### src/exe_params.svh
`ifndef EXE_PARAMS_SVH
`define EXE_PARAMS_SVH

// Datapath width, also the pc width
`define EXE_XLEN 64

// Integer register file depth
`define EXE_NREG 32

// Bits needed to address one register
`define EXE_RIDX_W 5

`endif

### src/exe_pkg.sv
`include "exe_params.svh"

package exe_pkg;

	typedef logic [`EXE_XLEN-1:0]   xdata_t;	// Register value or pc
	typedef logic [`EXE_RIDX_W-1:0] ridx_t;	// Register index

	// Branch kinds seen by the bru, six conditional then the two jumps
	typedef enum logic [2:0] {
		BRU_EQ,	// Taken if src1 == src2
		BRU_NE,	// Taken if src1 != src2
		BRU_LT,	// Signed less than
		BRU_GE,	// Signed greater or equal
		BRU_LTU,	// Unsigned less than
		BRU_GEU,	// Unsigned greater or equal
		BRU_JAL,	// Direct jump, link only
		BRU_JALR	// Indirect jump, link and target
	} bru_op_t;

	typedef enum logic [2:0] {
		ALU_ADD,
		ALU_SUB,
		ALU_AND,
		ALU_OR,
		ALU_XOR,
		ALU_SLT,	// Signed set-less-than
		ALU_SLTU	// Unsigned set-less-than
	} alu_op_t;

	// Writeback arbiter FSM
	typedef enum logic [1:0] {
		WB_IDLE,	// Free, write goes out here
		WB_ACK,	// Ack high, waiting for req to fall
		WB_DROP	// Ack low again, unit may re-arm
	} wb_state_t;

endpackage

### src/reg_file.sv
`timescale 1ns/1ns
`include "exe_params.svh"

module reg_file import exe_pkg::*; (
	input  logic   CLK,
	input  logic   rst_n,
	input  ridx_t  raddr0,	// bru rs1
	input  ridx_t  raddr1,	// bru rs2
	input  ridx_t  raddr2,	// alu rs1
	input  ridx_t  raddr3,	// alu rs2
	output xdata_t rdata0,
	output xdata_t rdata1,
	output xdata_t rdata2,
	output xdata_t rdata3,
	input  logic   we,	// From the writeback arbiter
	input  ridx_t  waddr,
	input  xdata_t wdata
);

	xdata_t regs [`EXE_NREG];	// x0 slot stays zero

	// x0 is forced to zero on every read port
	function automatic xdata_t rd_port(input ridx_t addr);
		return (addr == '0) ? '0 : regs[addr];
	endfunction

	always_ff @(posedge CLK or negedge rst_n) begin
		if (!rst_n) begin
			for (int i = 0; i < `EXE_NREG; i++) begin
				regs[i] <= '0;	// Whole file starts at zero
			end
		end else if (we && (waddr != '0)) begin
			regs[waddr] <= wdata;	// Writes to x0 are dropped
		end
	end

	// Plain stored value, a same-cycle write is seen next cycle
	assign rdata0 = rd_port(raddr0);
	assign rdata1 = rd_port(raddr1);
	assign rdata2 = rd_port(raddr2);
	assign rdata3 = rd_port(raddr3);

endmodule

### config.mk
export PLATFORM = sky130hd
export DESIGN_NAME = reg_file
export DESIGN_NICKNAME = d
export VERILOG_FILES = /design/src/exe_pkg.sv /design/src/reg_file.sv
export VERILOG_INCLUDE_DIRS = /design/src /design/src/src
export SDC_FILE = /design/constraint.sdc
export NUM_CORES = 2
export LEC_CHECK = 0
export ABC_CLOCK_PERIOD_IN_PS = 2060
export BUFFER_PORTS_ARGS = -buffer_cell sky130_fd_sc_hd__buf_2
export CAP_MARGIN = 20
export CORE_AREA = 10 10 608 610
export DETAILED_ROUTE_END_ITERATION = 10
export DIE_AREA = 0 0 618 620
export HOLD_SLACK_MARGIN = 0.15
export PLACE_DENSITY = 0.59
export SKIP_CTS_REPAIR_TIMING = 1
export SLEW_MARGIN = 5
export SYNTH_ARGS = -nofsm -noshare
export SYNTH_HDL_FRONTEND = slang
export SYNTH_SLANG_ARGS = --single-unit
### constraint.sdc
create_clock -name CLK -period 2.06 [get_ports CLK]
set_input_delay 0.309 -clock CLK [delete_from_list [all_inputs] [get_ports CLK]]
set_output_delay 0.309 -clock CLK [all_outputs]
set_load 0.005 [all_outputs]
==> results.txt <==
----------------------------------------------------
[Power]
  Leak Pwr ... 0.0805 uW
  Power density relative to cell area ... 855 nW/um^2
  Max VDD drop ... 803 uV
  Relative contribution of sequential cells to total power ... 35.4%
  Clock network fraction of design power ... 28.7%
  Total Power ... 160000 uW
  Internal Pwr Total ... 107000 uW
  Total net switching power ... 53200 uW
  Combinational share of power ... 35.9%
  Switching share of total power ... 33.3%

[Clock network]
  CTS tree ... yes
  Sinks on Clock Net ... 2048
  Htree depth ... 4
  Number of buffers created by CTS ... 238
  Library cell used as clock root buffer ... sky130_fd_sc_hd__clkbuf_16
  Source-to-sink clock delay at the later pin of the worst-skew pair ... 0.95 ns
  Clock transition at the register clock pins on the worst setup and hold paths after CTS ... 0.07 ns
  Number of buffers between clock root and the deepest sink ... 4

[Min path]
  Launch instance of the worst min-delay path ... we
  Hold Crit Endpoint ... regs[1611]$_DFFE_PN0P_
  Hold/Removal Path Class ... in2reg
  Number of cells on the worst hold path ... 6

[Synth]
  Synth Net Count ... 10100
  Combined area of all synthesized cells ... 142000 um^2
  Area fraction of the dominant cell type after synthesis ... 36.0%
  Top post-synthesis cells by count ... sky130_fd_sc_hd__dfrtp_1 (2048), sky130_fd_sc_hd__mux2_2 (2011), sky130_fd_sc_hd__mux4_2 (1678), sky130_fd_sc_hd__mux2i_1 (1263), sky130_fd_sc_hd__clkbuf_1 (484)
  Cell variety after synth ... 69
  Top-count cell post-synth ... sky130_fd_sc_hd__dfrtp_1
  Count of mapped cells out of synthesis ... 10000
  Flip-flop cell with the highest count after synthesis ... sky130_fd_sc_hd__dfrtp_1
  Share of synthesized registers carrying an async set or reset ... 100%
  Largest area contributor in the netlist ... sky130_fd_sc_hd__dfrtp_1
  Mean instance size in the synthesized netlist ... 14.2 um^2
  #FFs+latches synth ... 2048
  Number of synthesized flops with an enable pin ... 0
  Dominant cells by area after synthesis ... sky130_fd_sc_hd__dfrtp_1 (36%), sky130_fd_sc_hd__mux4_2 (27%), sky130_fd_sc_hd__mux2_2 (16%)
  Sequential area share after synthesis ... 36.0%
  Synth Warn # ... 0

[Placed design]
  Placed cells ... 16500
  GPL Wtd Cong ... 0.987
  Port bufs ... 347
  Total half-perimeter wirelength after legalization and detailed placement ... 496 mm
  Post-DP Area ... 170000 um^2
  Worst setup slack after placement ... -1.55 ns

[GRT]
  Met3 track utilization from global routing ... 11.4%
  Routing layer with the top usage in global route ... met2
  Maximum number of pins on one net before global-route repair ... 109
  Global-route wire length before repair ... 954 mm
  Met2 layer usage reported by global route ... 50.5%
  Global routing usage summed across all routing layers ... 34.8%
  Initial antenna violation count ... 80
  Met1 global-route usage ... 44.2%
  Via count of the first global-routing pass ... 118000
  Remaining global-route overflow ... 0

[Timing]
  Crit path time final ... 3.26 ns
  Final hold violation count ... 0
  Worst slew margin relative to its limit ... 24.2%
  Min setup slack post-route ... -1.20 ns
  Setup repair after global routing missed its margin ... true
  Number of max-slew violations in the final report ... 0
  Clock skew ... 0 ns
  Maximum clock frequency ... 306 MHz
  Count of final setup violators ... 259
  Slew at the pin closest to its max-slew limit ... 1.13 ns
  Fin crit share ... 158%
  Final Hold Slack ... 0.136 ns

[Detailed routing]
  Final Routed Wirelength ... 696 mm
  Detailed router's first-iteration violation count ... 16600
  Remaining DRCs ... 0
  Mean routed wirelength per cell ... 40.4 um
  Count of antenna-violating nets left after detailed routing ... 0
  Detailed-router iteration count before antenna repair ... 5
  Via density ... 6.90
  Vias after detailed routing ... 119000

[Final layout]
  Top register by number of flip-flops ... regs
  Largest register FFs ... 2048
  Largest registers ranked by flip-flop count ... regs: 2048 flops
  Layout Cell Area excl Fill ... 187000 um^2
  Nets@finish ... 12300
  Number of standard cells in the final layout excluding fillers ... 17200
  Area Overhead vs Synth ... 31.4%
  Ratio of cells with drive above 1 in the final layout ... 64.9%

[Job]
  Max-capacitance violation count ... 0

[Worst setup path]
  Largest fanout of any net on the critical path ... 4
  R2R Setup Slk ... 0.91 ns
  Worst Setup Start Kind ... register
  Required time reported for the critical path endpoint ... 1.75 ns
  Startpoint of the worst-slack reg-to-reg timing path ... regs[264]$_DFFE_PN0P_
  Kind of critical path ... reg2out
  Worst endpoint data arrival time ... 2.96 ns
  Endpoint of the worst-slack reg-to-reg timing path ... regs[264]$_DFFE_PN0P_
  Endpoint type of the worst setup path ... primary output
  Number of cell instances on the worst register-to-register path ... 4

[Floorplanning]
  Effective utilization at floorplan ... 39.8%
  Die Y-Extent ... 620 um
  Die ar. ... 383000 um^2
  Width of the die ... 618 um
  Area inside the core boundary ... 358000 um^2
  Number of cell rows ... 220
  I/O pins ... 348

[Outcome]
  Outcome ... complete, but fails checks
  Violated checks ... setup timing

----------------------------------------------------
[worst max-delay path by stage]
stage,startpoint,to,slack (ns)
finish,regs[167]$_DFFE_PN0P_,rdata2[39],-1.20
global route,regs[699]$_DFFE_PN0P_,rdata1[59],-1.19
CTS,regs[1543]$_DFFE_PN0P_,rdata1[7],-1.76
detailed placement,raddr1[0],rdata1[7],-1.55
global placement,raddr1[0],rdata1[7],-1.59
floorplan,raddr3[0],rdata3[29],-0.04
[cells by family (layout without fill, tap and decap cells)]
logic type	Yosys count	after routing	synth area share (%)
AO/OA/AOI/OAI	1149	1149	5.49
other	0	58	0
buffers and inverters	1210	3599	4.58
AND/OR/NAND/NOR	605	605	2.11
flip-flops	2048	2048	36.0
multiplexers	4998	4998	51.8
[layout by cell type (no fill, tap or decap), types with 77 or more instances in the layout]
cell,instances
sky130_fd_sc_hd__a21oi_1,98
sky130_fd_sc_hd__a22oi_1,127
sky130_fd_sc_hd__buf_12,545
sky130_fd_sc_hd__buf_2,232
sky130_fd_sc_hd__buf_4,1953
sky130_fd_sc_hd__buf_6,326
sky130_fd_sc_hd__clkbuf_16,246
sky130_fd_sc_hd__dfrtp_1,1976
sky130_fd_sc_hd__mux2_2,1987
sky130_fd_sc_hd__mux2i_1,1127
sky130_fd_sc_hd__mux2i_2,91
sky130_fd_sc_hd__mux4_2,1682
sky130_fd_sc_hd__nand2_1,77
sky130_fd_sc_hd__nor2_1,182
sky130_fd_sc_hd__o22ai_1,153
[power by group through the flow]
stage | clock [uW] | sequential [uW] | combinational, uW
4_1_cts | 46200 | 55800 | 51200
5_1_grt | 47700 | 57300 | 59700
3_5_place_dp | 0 | 56500 | 51000
3_3_place_gp | 0 | 55800 | 50000
2_1_floorplan | 0 | 54400 | 29100
6_report | 45900 | 56600 | 57400
[per-layer routing]
layer  vias to the layer above  wire length (um)
met2                      9378            296000
li1                      44800                 -
met1                     62300            252000
met3                      2451             88000
met4                        46             60100
met5                         -               314
[worst max-delay path, cell delays in order, from the launching register on]
cell and delay, ns:
sky130_fd_sc_hd__dfrtp_1 0.43, sky130_fd_sc_hd__mux4_2 0.53, sky130_fd_sc_hd__mux2i_2 0.24, sky130_fd_sc_hd__o22ai_2 0.17, sky130_fd_sc_hd__a21oi_1 0.19, sky130_fd_sc_hd__o21ai_1 0.12
sky130_fd_sc_hd__buf_4 0.19, sky130_fd_sc_hd__buf_6 0.12
[cell type report]
| cell class | instances | area [um^2] |
|---|---|---|
| Fill cell | 29400 | 171000 |
| Multi-Input combinational cell | 6752 | 89700 |
| Antenna cell | 58 | 145 |
| Clock buffer | 326 | 6790 |
| Clock inverter | 117 | 1420 |
| Sequential cell | 2048 | 51300 |
| Tap cell | 4773 | 5970 |
| Timing Repair Buffer | 3156 | 31700 |
[per-stage QoR]
step / TNS [ns] / util [%]
6_report: -232.06 / 52.3
5_1_grt: -243.31 / 52.3
4_1_cts: -278.47 / 50.0
3_5_place_dp: -247.38 / 47.7
3_3_place_gp: -249.01 / 47.6
2_1_floorplan: -3.17 / -
(Power assumes the default switching activity.)
