[src/exe_params.svh]
`ifndef EXE_PARAMS_SVH
`define EXE_PARAMS_SVH

// Datapath width, also the pc width
`define EXE_XLEN 64

// Integer register file depth
`define EXE_NREG 32

// Bits needed to address one register
`define EXE_RIDX_W 5

`endif

[src/exe_pkg.sv]
`include "exe_params.svh"

package exe_pkg;

	typedef logic [`EXE_XLEN-1:0]   xdata_t;	// Register value or pc
	typedef logic [`EXE_RIDX_W-1:0] ridx_t;	// Register index

	// Branch kinds seen by the bru, six conditional then the two jumps
	typedef enum logic [2:0] {
		BRU_EQ,	// Taken if src1 == src2
		BRU_NE,	// Taken if src1 != src2
		BRU_LT,	// Signed less than
		BRU_GE,	// Signed greater or equal
		BRU_LTU,	// Unsigned less than
		BRU_GEU,	// Unsigned greater or equal
		BRU_JAL,	// Direct jump, link only
		BRU_JALR	// Indirect jump, link and target
	} bru_op_t;

	typedef enum logic [2:0] {
		ALU_ADD,
		ALU_SUB,
		ALU_AND,
		ALU_OR,
		ALU_XOR,
		ALU_SLT,	// Signed set-less-than
		ALU_SLTU	// Unsigned set-less-than
	} alu_op_t;

	// Writeback arbiter FSM
	typedef enum logic [1:0] {
		WB_IDLE,	// Free, write goes out here
		WB_ACK,	// Ack high, waiting for req to fall
		WB_DROP	// Ack low again, unit may re-arm
	} wb_state_t;

endpackage

[src/wb_if.sv]
`timescale 1ns/1ns

// Four-phase writeback link between one unit and the arbiter
interface wb_if import exe_pkg::*; ();

	logic   req;	// Unit wants the write port
	logic   ack;	// Arbiter has written the value
	ridx_t  rd;	// Destination, stable while req
	xdata_t res;	// Value, stable while req

	modport unit (
		output req,
		output rd,
		output res,
		input  ack
	);

	modport arb (
		input  req,
		input  rd,
		input  res,
		output ack
	);

endinterface

[src/wb_arbiter.sv]
`timescale 1ns/1ns

module wb_arbiter import exe_pkg::*; (
	input  logic   CLK,
	input  logic   rst_n,
	wb_if.arb      bru_wb,
	wb_if.arb      alu_wb,
	output logic   we,	// Register file write, one cycle per grant
	output ridx_t  waddr,
	output xdata_t wdata
);

	wb_state_t state;
	wb_state_t state_nxt;
	logic      any_req;
	logic      pick_alu;	// Choice made in WB_IDLE
	logic      grant_alu;	// Owner of current or last grant
	logic      owner_req;	// req of the unit being acked

	assign any_req = bru_wb.req | alu_wb.req;

	// Round robin only matters when both ask at once
	always_comb begin
		if (bru_wb.req & alu_wb.req) begin
			pick_alu = ~grant_alu;
		end else begin
			pick_alu = alu_wb.req;
		end
	end

	// Write happens in the grant cycle itself
	assign we    = (state == WB_IDLE) & any_req;
	assign waddr = pick_alu ? alu_wb.rd : bru_wb.rd;
	assign wdata = pick_alu ? alu_wb.res : bru_wb.res;

	assign bru_wb.ack = (state == WB_ACK) & ~grant_alu;
	assign alu_wb.ack = (state == WB_ACK) & grant_alu;
	assign owner_req  = grant_alu ? alu_wb.req : bru_wb.req;

	always_comb begin
		state_nxt = state;
		case (state)
			WB_IDLE: if (any_req) state_nxt = WB_ACK;
			WB_ACK:  if (!owner_req) state_nxt = WB_DROP;	// Phase 3 seen
			WB_DROP: state_nxt = WB_IDLE;	// Ack low for one cycle
			default: state_nxt = WB_IDLE;
		endcase
	end

	always_ff @(posedge CLK or negedge rst_n) begin
		if (!rst_n) begin
			state     <= WB_IDLE;
			grant_alu <= 1'b1;	// bru wins the first tie
		end else begin
			state <= state_nxt;
			if (we) begin
				grant_alu <= pick_alu;
			end
		end
	end

endmodule

[src/flat_wrapper.sv]
// flat-port wrapper written by rule: the top's interface ports become plain ports
module wb_arbiter_flat import exe_pkg::*;
  (CLK, rst_n, we, waddr, wdata, bru_wb_req, bru_wb_rd, bru_wb_res, bru_wb_ack, alu_wb_req, alu_wb_rd, alu_wb_res, alu_wb_ack);
  wb_if bru_wb_i ();
  wb_if alu_wb_i ();
  input  logic CLK;
  input  logic rst_n;
  output logic we;
  output ridx_t waddr;
  output xdata_t wdata;
  input wire logic [$bits(bru_wb_i.req)-1:0] bru_wb_req;
  input wire logic [$bits(bru_wb_i.rd)-1:0] bru_wb_rd;
  input wire logic [$bits(bru_wb_i.res)-1:0] bru_wb_res;
  output wire logic [$bits(bru_wb_i.ack)-1:0] bru_wb_ack;
  input wire logic [$bits(alu_wb_i.req)-1:0] alu_wb_req;
  input wire logic [$bits(alu_wb_i.rd)-1:0] alu_wb_rd;
  input wire logic [$bits(alu_wb_i.res)-1:0] alu_wb_res;
  output wire logic [$bits(alu_wb_i.ack)-1:0] alu_wb_ack;
  assign bru_wb_i.req = bru_wb_req;
  assign bru_wb_i.rd = bru_wb_rd;
  assign bru_wb_i.res = bru_wb_res;
  assign bru_wb_ack = bru_wb_i.ack;
  assign alu_wb_i.req = alu_wb_req;
  assign alu_wb_i.rd = alu_wb_rd;
  assign alu_wb_i.res = alu_wb_res;
  assign alu_wb_ack = alu_wb_i.ack;
  wb_arbiter u_core (.CLK(CLK), .rst_n(rst_n), .bru_wb(bru_wb_i), .alu_wb(alu_wb_i), .we(we), .waddr(waddr), .wdata(wdata));
endmodule
[config.mk]
export PLATFORM = sky130hd
export DESIGN_NAME = wb_arbiter_flat
export DESIGN_NICKNAME = d
export VERILOG_FILES = /design/src/exe_pkg.sv /design/src/wb_if.sv /design/src/wb_arbiter.sv /design/src/flat_wrapper.sv
export VERILOG_INCLUDE_DIRS = /design/src /design/src/src
export SDC_FILE = /design/constraint.sdc
export NUM_CORES = 1
export LEC_CHECK = 0
export BUFFER_PORTS_ARGS = -buffer_cell sky130_fd_sc_hd__buf_2
export CAP_MARGIN = 20
export CORE_AREA = 4 4 82 84
export CTS_BUF_LIST = sky130_fd_sc_hd__clkbuf_2 sky130_fd_sc_hd__clkbuf_4 sky130_fd_sc_hd__clkbuf_8
export CTS_CLUSTER_DIAMETER = 120
export DETAILED_ROUTE_END_ITERATION = 16
export DIE_AREA = 0 0 86 88
export GPL_ROUTABILITY_DRIVEN = 0
export PLACE_DENSITY = 0.67
export SYNTH_ARGS = -nofsm -noshare
export SYNTH_HDL_FRONTEND = slang
export SYNTH_SLANG_ARGS = --single-unit
[constraint.sdc]
create_clock -name CLK -period 1.65 [get_ports CLK]
set_input_delay 0.33 -clock CLK [delete_from_list [all_inputs] [get_ports CLK]]
set_output_delay 0.33 -clock CLK [all_outputs]
set_load 0.01 [all_outputs]
==> flow_metrics.py, run 1 <==
metrics = {
    "floorplan": {
        "floorplan.initialDensity": 0.180,
        "io_pins": 214,
        "fp.dieW_um": 86,
        "fp.coreArea_um2": 5920,
        "rows": 28,
        "die_area_um2": 7570,
        "die_h_um": 88,
    },
    "route": {
        "ant_nets": 0,
        "drc": 0,
        "vias": 1611,
        "drt_iter0_markers": 3,
        "drtPass1Iterations": 2,
        "wl_per_cell_um": 13.8,
        "via_per_inst": 4.13,
        "wl_um": 5360,
    },
    "final_layout": {
        "num_antenna_cells": 0,
        "final_nets": 458,
        "finish.utilization": 0.414,
        "drive_gt1_frac": 0.949,
        "area_growth_pct": 130,
        "fillers": 591,
    },
    "synth": {
        "ys_seq_area_frac": 0.0717,
        "yosysWarningCount": 0,
        "synth_area_um2": 1060,
        "postSynthCellCount": 95,
        "synth-compound-area-share": 0.0458,
        "synth_seq_cells": 3,
        "synth-simple-area-share": 0.0505,
        "synth_top_family_by_area": "multiplexers",
        "synth-adder-area-share": 0,
        "syn_avg_cell_area_um2": 11.2,
        "muxShareOfSynthArea": 0.765,
        "synthXorXnorAreaFrac": 0,
        "mappedNetlistNets": 237,
        "synth_cell_types": 18,
    },
    "grt": {
        "grt_use_total": 0.127,
        "grt_pass1_wl_um": 7850,
        "grt_max_degree": 40,
        "grt_pass1_vias": 1768,
        "antenna_found_initial": 0,
        "gr-total-overflow": 0,
    },
    "worst_setup_path": {
        "worstSetupEndpointType": "output pin",
        "crit_end": "wdata[24]",
        "reg2reg_to": "u_core.grant_alu",
        "path_max_fanout": 15,
        "cp-start-kind": "flop",
        "path_class": "reg2out",
        "required_ns": 1.32,
        "crit_path_start": "u_core.grant_alu",
        "rr_worst_depth": 3,
        "r2r_start": "u_core.grant_alu",
        "crit_arrival_ns": 1.56,
        "rrSetupSlack_ns": 0.29,
    },
    "place": {
        "port_buffers": 213,
        "hpwl_um": 4620,
    },
    "job": {
        "cap_violations": 0,
    },
    "timing": {
        "finalWorstSetupSlack_ns": -0.244,
        "period_needed_ns": 1.89,
        "worstMarginPinSlew_ns": 0.222,
        "slew-limit-headroom": 0.851,
        "holdWs_ns": 0.454,
        "slew_viol_final": 0,
        "period_share": 1.15,
        "hold_viol_final": 0,
        "finalSetupViolations": 69,
        "worst_clock_skew_ns": 0.000230,
        "fmax_ghz": 0.528,
        "rsz0062_at_grt": "yes",
    },
    "hold_path": {
        "min_path_type": "in2async",
    },
    "clock_tree": {
        "cts_tree": "built",
        "cts_sinks": 3,
        "cts_buffer_depth": 2,
        "cts_root_buf": "clkbuf_8",
        "clk_pin_slew_ns": 0.03,
        "numCtsBuffers": 3,
        "htreeDepth": 1,
        "clock_latency_ns": 0.21,
    },
    "power_and_ir_drop": {
        "irDropWorstVdd_v": 0.000324,
        "p_leak_nw": 1.36,
        "power_density_nw_per_um2": 715,
        "power_w": 0.00175,
    },
    "status": {
        "status": "complete, but fails checks",
        "violations": "setup timing",
    },
}
[where the power goes]
| group | switching, W | total, W | internal (W) |
|---|---|---|---|
| logic | 0.000566 | 0.00137 | 0.000800 |
| registers | 0.0000447 | 0.000162 | 0.000117 |
| clock network | 0.0000441 | 0.000225 | 0.000181 |
[cell families after synthesis]
group,after synthesis
DFF,3
and+or+nand+nor,9
AOI/OAI and AO/OA,5
buffers and inverters,9
muxes,69
[placed cells by master, fill, tap and decap left out, drive strengths merged]
| cell type | instances |
|---|---|
| or4b | 1 |
| dlygate4sd3 | 1 |
| a21boi | 1 |
| a211oi | 2 |
| inv | 2 |
| a21bo | 1 |
| dfrtp | 2 |
| nor3b | 2 |
| nor3 | 1 |
| o21ai | 1 |
| dfstp | 1 |
| nor2 | 3 |
| clkbuf | 4 |
| mux2 | 69 |
| buf | 222 |
| nand2b | 1 |
| and2 | 1 |
[worst min-delay path by stage]
stage          slack (ns)               to  cells past startpoint
2_1_floorplan        0.03  u_core.state[0]                      0
3_3_place_gp         0.13  u_core.state[1]                      1
3_5_place_dp         0.13  u_core.state[1]                      1
4_1_cts              0.45  u_core.state[0]                      2
5_1_grt              0.46  u_core.state[0]                      2
6_report             0.45  u_core.state[0]                      2
[per-layer routing]
layer,part of all wire,track usage
met3,0.14,0.0329
met4,0.012,0.0345
met2,0.51,0.241
met1,0.34,0.139
met5,0,0
[registers in the layout, summed over array words and instances, names as in the netlist]
name and cells:
u_core.grant_alu 1, u_core.state 2
[critical path, stage by stage (launching register included)]
cell and delay, ns:
dfstp_2 0.38, a21boi_4 0.19, buf_4 0.16, buf_12 0.14, mux2_2 0.34, buf_2 0.14
[through the flow]
stage	std cells	setup TNS [ns]	instance area [um^2]	setup WS [ns]
3_5_place_dp	381	-6.29	2220	-0.141
2_1_floorplan	95	0	1060	0.0757
6_report	390	-14.75	2450	-0.244
3_3_place_gp	381	-5.19	2220	-0.122
5_1_grt	390	-19.18	2450	-0.306
4_1_cts	390	-14.51	2450	-0.243
[cells in the mapped netlist]
cell type | n | area (um^2)
mux2_2 | 59 | 664
mux2_4 | 10 | 150
buf_4 | 5 | 37.5
nor2_1 | 3 | 11.3
a211oi_1 | 2 | 15.0
dfrtp_1 | 2 | 50.1
inv_1 | 2 | 7.51
nor3b_1 | 2 | 15.0
a21bo_2 | 1 | 10.0
a21boi_4 | 1 | 18.8
and2_1 | 1 | 6.26
buf_6 | 1 | 11.3
buf_8 | 1 | 15.0
dfstp_2 | 1 | 26.3
nand2b_1 | 1 | 6.26
nor3_1 | 1 | 5.00
o21ai_0 | 1 | 5.00
or4b_2 | 1 | 10.0
[final cells by class]
| type | count | area (um^2) | share of cell area |
|---|---|---|---|
| Tap cell | 75 | 93.8 | 0.0382 |
| Inverter | 2 | 7.51 | 0.00306 |
| Timing Repair Buffer | 223 | 1310 | 0.532 |
| Multi-Input combinational cell | 83 | 921 | 0.375 |
| Clock buffer | 4 | 48.8 | 0.0199 |
| Sequential cell | 3 | 76.3 | 0.0311 |
[timing repair]
action,in CTS,in global routing
gates resized for setup,18,4
endpoints found under the hold margin,2,0
gates cloned,2,0
hold buffers,1,0
setup endpoints to repair,69,69
setup buffers,2,1
Power figures use the tool's default switching activity.
==> run 2: changes to the inputs <==
- CORE_AREA: 4 4 82 84 -> 2 2 82 84
- DIE_AREA: 0 0 86 88 -> 0 0 84 86
- PLACE_DENSITY: 0.67 -> 0.65
- REMOVE_ABC_BUFFERS: default -> 1
==> flow_metrics.py, run 2 (synthesized netlist as in run 1, its figures left out) <==
metrics = {
    "status": {
        "status": "complete, but fails checks",
        "violations": "setup timing",
    },
    "grt": {
        "gr-total-overflow": 0,
        "grt_pass1_wl_um": 6820,
        "antenna_found_initial": 0,
        "grt_use_total": 0.114,
        "grt_max_degree": 36,
        "grt_pass1_vias": 1553,
    },
    "final_layout": {
        "largest_reg_flops": 2,
        "layout_commonest_cell": "buf_2",
        "final_cell_mix": "buf_2, mux2_2, buf_6, mux2_4, clkbuf_16",
        "num_antenna_cells": 0,
        "final_area_um2": 2720,
        "drive_gt1_frac": 0.950,
        "largest-register": "u_core.state",
        "reg_top3": "u_core.state (2), u_core.grant_alu (1)",
        "stdcell_count": 396,
        "area_growth_pct": 156,
        "final_nets": 462,
    },
    "route": {
        "vias": 1660,
        "drc": 0,
        "drtPass1Iterations": 4,
        "wl_um": 5490,
        "ant_nets": 0,
        "wl_per_cell_um": 13.9,
        "via_per_inst": 4.19,
        "drt_iter0_markers": 9,
    },
    "clock_tree": {
        "htreeDepth": 1,
        "cts_tree": "built",
        "numCtsBuffers": 3,
        "cts_root_buf": "clkbuf_8",
        "clock_latency_ns": 0.22,
        "clk_pin_slew_ns": 0.03,
        "cts_buffer_depth": 2,
        "cts_sinks": 3,
    },
    "power_and_ir_drop": {
        "power_w": 0.00198,
        "power_density_nw_per_um2": 729,
        "p_leak_nw": 1.47,
        "irDropWorstVdd_v": 0.000464,
    },
    "timing": {
        "finalSetupViolations": 69,
        "worst_clock_skew_ns": 0.00152,
        "slew_viol_final": 0,
        "fmax_ghz": 0.522,
        "slew-limit-headroom": 0.872,
        "rsz0062_at_grt": "yes",
        "period_needed_ns": 1.92,
        "finalWorstSetupSlack_ns": -0.268,
        "worstMarginPinSlew_ns": 0.192,
        "period_share": 1.16,
        "hold_viol_final": 0,
        "tns_ns": -16.53,
    },
    "job": {
        "cap_violations": 0,
    },
    "place": {
        "place_ws_ns": -0.120,
        "port_buffers": 213,
        "hpwl_um": 3950,
        "placedCellCount": 383,
        "placed_cell_area_um2": 2230,
    },
    "floorplan": {
        "rows": 29,
        "die_area_um2": 7220,
        "floorplan.initialDensity": 0.170,
        "io_pins": 214,
        "die_h_um": 86,
        "fp.coreArea_um2": 6280,
        "fp.dieW_um": 84,
    },
    "worst_setup_path": {
        "required_ns": 1.32,
        "path_class": "reg2out",
        "worstSetupEndpointType": "output pin",
        "cp-start-kind": "flop",
        "crit_arrival_ns": 1.59,
        "path_max_fanout": 9,
    },
    "hold_path": {
        "min_path_type": "in2async",
    },
}
-- run 2: cell types whose count changed in the layout (fill, tap and decap cells not counted) --
cell       previous run  this run
buf_2               198       169
buf_6                16        47
clkbuf_16             0         4
buf_16                2         0
mux2_2               58        57
mux2_4               11        12
buf_4                 4         3
buf_12                2         3
-- run 2: worst paths after layout --
kind | startpoint | to | slack [ns] | depth (start not counted)
min reg2reg | u_core.state[1] | u_core.state[0] | 0.51 | 1
min | rst_n | u_core.state[1] | 0.45 | 2
max in group asynchronous | rst_n | u_core.grant_alu | 1.01 | 2
min in group CLK | bru_wb_req | u_core.state[1] | 0.48 | 3
max | u_core.grant_alu | waddr[0] | -0.27 | 5
max reg2reg | u_core.grant_alu | u_core.grant_alu | 0.30 | 3
-- run 2: metal layers --
| layer | global-route usage | vias to the layer above | wire (um) |
|---|---|---|---|
| met2 | 0.225 | 106 | 2960 |
| met1 | 0.117 | 743 | 1990 |
| li1 | - | 807 | - |
| met3 | 0.0289 | 4 | 505 |
| met4 | 0.0367 | 0 | 43 |
| met5 | 0 | - | 0 |
-- run 2: worst max-delay path, cell delays in order (launching register included) --
cell and delay [ns]:
dfstp_2 0.55, a21boi_4 0.06, buf_12 0.15, clkbuf_16 0.17
mux2_4 0.31, buf_6 0.12
-- run 2: layout make-up --
type                            instances  area (um^2)
Clock buffer                            4         48.8
Fill cell                             610         3560
Tap cell                               77         96.3
Timing Repair Buffer                  227         1570
Inverter                                2         7.51
Multi-Input combinational cell         83          925
Sequential cell                         3         76.3
-- run 2: where the power goes --
group | internal [W] | switching (W) | leakage, nW | total [W]
clock | 0.000182 | 0.0000533 | 0.0262 | 0.000235
combinational | 0.000972 | 0.000617 | 1.40 | 0.00159
sequential | 0.000117 | 0.0000428 | 0.0353 | 0.000160
total | 0.00127 | 0.000713 | 1.47 | 0.00198
-- run 2: what timing repair did --
| item | 4_1_cts | 5_1_grt |
|---|---|---|
| gates cloned | 0 | 7 |
| setup endpoints to repair | 69 | 69 |
| hold buffers | 1 | 0 |
| pin swaps | 0 | 1 |
| endpoints found under the hold margin | 2 | 0 |
| buffers inserted | 0 | 1 |
| resized for setup | 12 | 34 |
-- run 2: per-stage QoR --
stage               utilization  hold WS [ns]
floorplan                     -        0.0344
global placement          0.355         0.133
detailed placement        0.355         0.132
CTS                       0.376         0.443
global route              0.434         0.462
finish                    0.434         0.445
==> run 3: changes to the inputs <==
- ABC_AREA: default -> 1
- CORE_AREA: 2 2 82 84 -> 2 2 83 85
- DIE_AREA: 0 0 84 86 -> 0 0 85 87
- PLACE_DENSITY: 0.65 -> 0.56
==> flow_metrics.py, run 3 <==
metrics = {
    "status": {
        "status": "complete, but fails checks",
        "violations": "setup timing",
    },
    "place": {
        "placed_cell_area_um2": 2220,
        "hpwl_um": 4190,
        "port_buffers": 213,
        "place_ws_ns": 0.0762,
    },
    "worst_setup_path": {
        "r2r_start": "u_core.grant_alu",
        "crit_slowest_cell": "dfstp_2",
        "required_ns": 1.32,
        "cp_cell_sequence": "nand2_4 -> nand2_8 -> inv_8 -> clkbuf_16 -> nand2_1 -> nand2_1 -> buf_2",
        "worstSetupEndpointType": "output pin",
        "slowest_delay_ns": 0.55,
        "timing.critical_path.mode_cell": "nand2_1",
        "path_class": "reg2out",
        "cp-start-kind": "flop",
        "path_max_fanout": 11,
        "crit_arrival_ns": 1.44,
        "crit_path_start": "u_core.grant_alu",
    },
    "timing": {
        "finalSetupViolations": 69,
        "period_share": 1.07,
        "rsz0062_at_grt": "yes",
        "finalWorstSetupSlack_ns": -0.115,
        "hold_viol_final": 0,
        "period_needed_ns": 1.77,
        "fmax_ghz": 0.567,
        "slew-limit-headroom": 0.883,
        "worstMarginPinSlew_ns": 0.175,
        "worst_clock_skew_ns": 0.000694,
        "slew_viol_final": 0,
    },
    "route": {
        "ant_nets": 0,
        "drtPass1Iterations": 4,
        "drc": 0,
        "vias": 2217,
        "via_per_inst": 4.07,
        "drt_iter0_markers": 58,
        "wl_per_cell_um": 10.7,
        "wl_um": 5850,
    },
    "synth": {
        "postSynthCellCount": 251,
        "ys_seq_area_frac": 0.0704,
        "yosysWarningCount": 0,
        "synthFlopType": "dfrtp_1",
        "ys_top_cells_by_area": "nand2_1, buf_6, dfrtp_1, dfstp_2, nor2_1",
        "synth_seq_cells": 3,
        "synth_most_common_cell": "nand2_1",
        "netlist.area_leader.share": 0.758,
        "synth_top_area_cell": "nand2_1",
        "synth_area_um2": 1080,
        "synthArstFlopShare": 1.00,
        "synth_cell_types": 10,
        "synth_common_cells": "nand2_1, buf_6, nor2_1",
        "synth_edf_count": 0,
        "syn_avg_cell_area_um2": 4.32,
    },
    "grt": {
        "grt_pass1_wl_um": 8160,
        "antenna_found_initial": 0,
        "gr-total-overflow": 0,
        "grt_pass1_vias": 1880,
        "grt_use_total": 0.131,
        "grt_max_degree": 30,
    },
    "floorplan": {
        "die_h_um": 87,
        "io_pins": 214,
        "fp.coreArea_um2": 6570,
        "floorplan.initialDensity": 0.165,
        "rows": 30,
        "die_area_um2": 7400,
        "fp.dieW_um": 85,
    },
    "job": {
        "cap_violations": 0,
    },
    "clock_tree": {
        "cts_sinks": 3,
        "numCtsBuffers": 3,
        "clk_pin_slew_ns": 0.03,
        "htreeDepth": 1,
        "cts_buffer_depth": 2,
        "cts_tree": "built",
        "cts_setup_buffers": 0,
        "clock_latency_ns": 0.21,
        "cts_root_buf": "clkbuf_8",
    },
    "final_layout": {
        "drive_gt1_frac": 0.501,
        "final_nets": 608,
        "fillers": 730,
        "reg_top3": "u_core.state (2), u_core.grant_alu (1)",
        "num_antenna_cells": 0,
        "final_cell_mix": "nand2_1, buf_2, nor2_1, inv_1, buf_12",
        "largest-register": "u_core.state",
        "largest_reg_flops": 2,
        "area_growth_pct": 125,
        "final_area_um2": 2440,
        "layout_commonest_cell": "nand2_1",
    },
    "power_and_ir_drop": {
        "p_leak_nw": 1.72,
        "irDropWorstVdd_v": 0.000422,
        "power_density_nw_per_um2": 761,
        "power_w": 0.00186,
    },
    "hold_path": {
        "min_path_type": "in2async",
    },
}
## run 3: metal layers
metal  global-route usage  vias up  wire length, um
li1                     -     1166                -
met1                0.155      930             2360
met2                0.254      119             2980
met3               0.0152        2              480
met4               0.0260        0               22
met5                    0        -                0
## run 3: worst paths after layout
kind,end,slack [ns],cells past startpoint
worst max-delay path,wdata[60],-0.12,7
worst min-delay path,u_core.state[0],0.46,2
worst max register to register,u_core.grant_alu,0.52,6
worst min register to register,u_core.state[0],0.55,3
max in group asynchronous,u_core.grant_alu,0.99,2
min in group CLK,u_core.state[1],0.47,4
## run 3: report_power, final
part	switching (W)	internal [W]
Clock	0.0000472	0.000181
Sequential	0.0000274	0.000119
Combinational	0.000802	0.000682
## run 3: timing repair
| action | 4_1_cts | 5_1_grt |
|---|---|---|
| hold endpoints to repair | 2 | 0 |
| hold buffers | 1 | 0 |
| gates resized for setup | 12 | 0 |
| cloned | 3 | 2 |
| setup endpoints to repair | 69 | 69 |
## run 3: layout make-up
class	instances	area (um^2)	share of cell area
multi-input combinational	227	881	0.361
inverter	7	33.8	0.0138
tap	80	100	0.0410
sequential	3	76.3	0.0313
timing repair buffer	224	1300	0.533
clock buffer	4	48.8	0.0200
## run 3: critical path: cells and delay by family, from the launching register on
kind          cells  cell delay, ns
buf+inv           3            0.37
simple gates      4            0.29
flops             1            0.55
## run 3: through the flow
stage / TNS, ns / utilization / instances / hold WS [ns]
final: -5.82 / 0.372 / 545 / 0.464
after global routing: -9.98 / 0.372 / 545 / 0.470
after CTS: -5.10 / 0.364 / 543 / 0.451
after detailed placement: 0 / 0.337 / 535 / 0.136
after global placement: 0 / 0.337 / 535 / 0.129
after floorplan: -24.54 / - / 237 / 0.0344
## run 3: logic make-up (layout without fill, tap and decap cells)
kind of cell           Yosys count  in the layout  synth area share
DFF                              3              3            0.0704
buffers and inverters           21            235             0.137
and+or+nand+nor                227            227             0.792
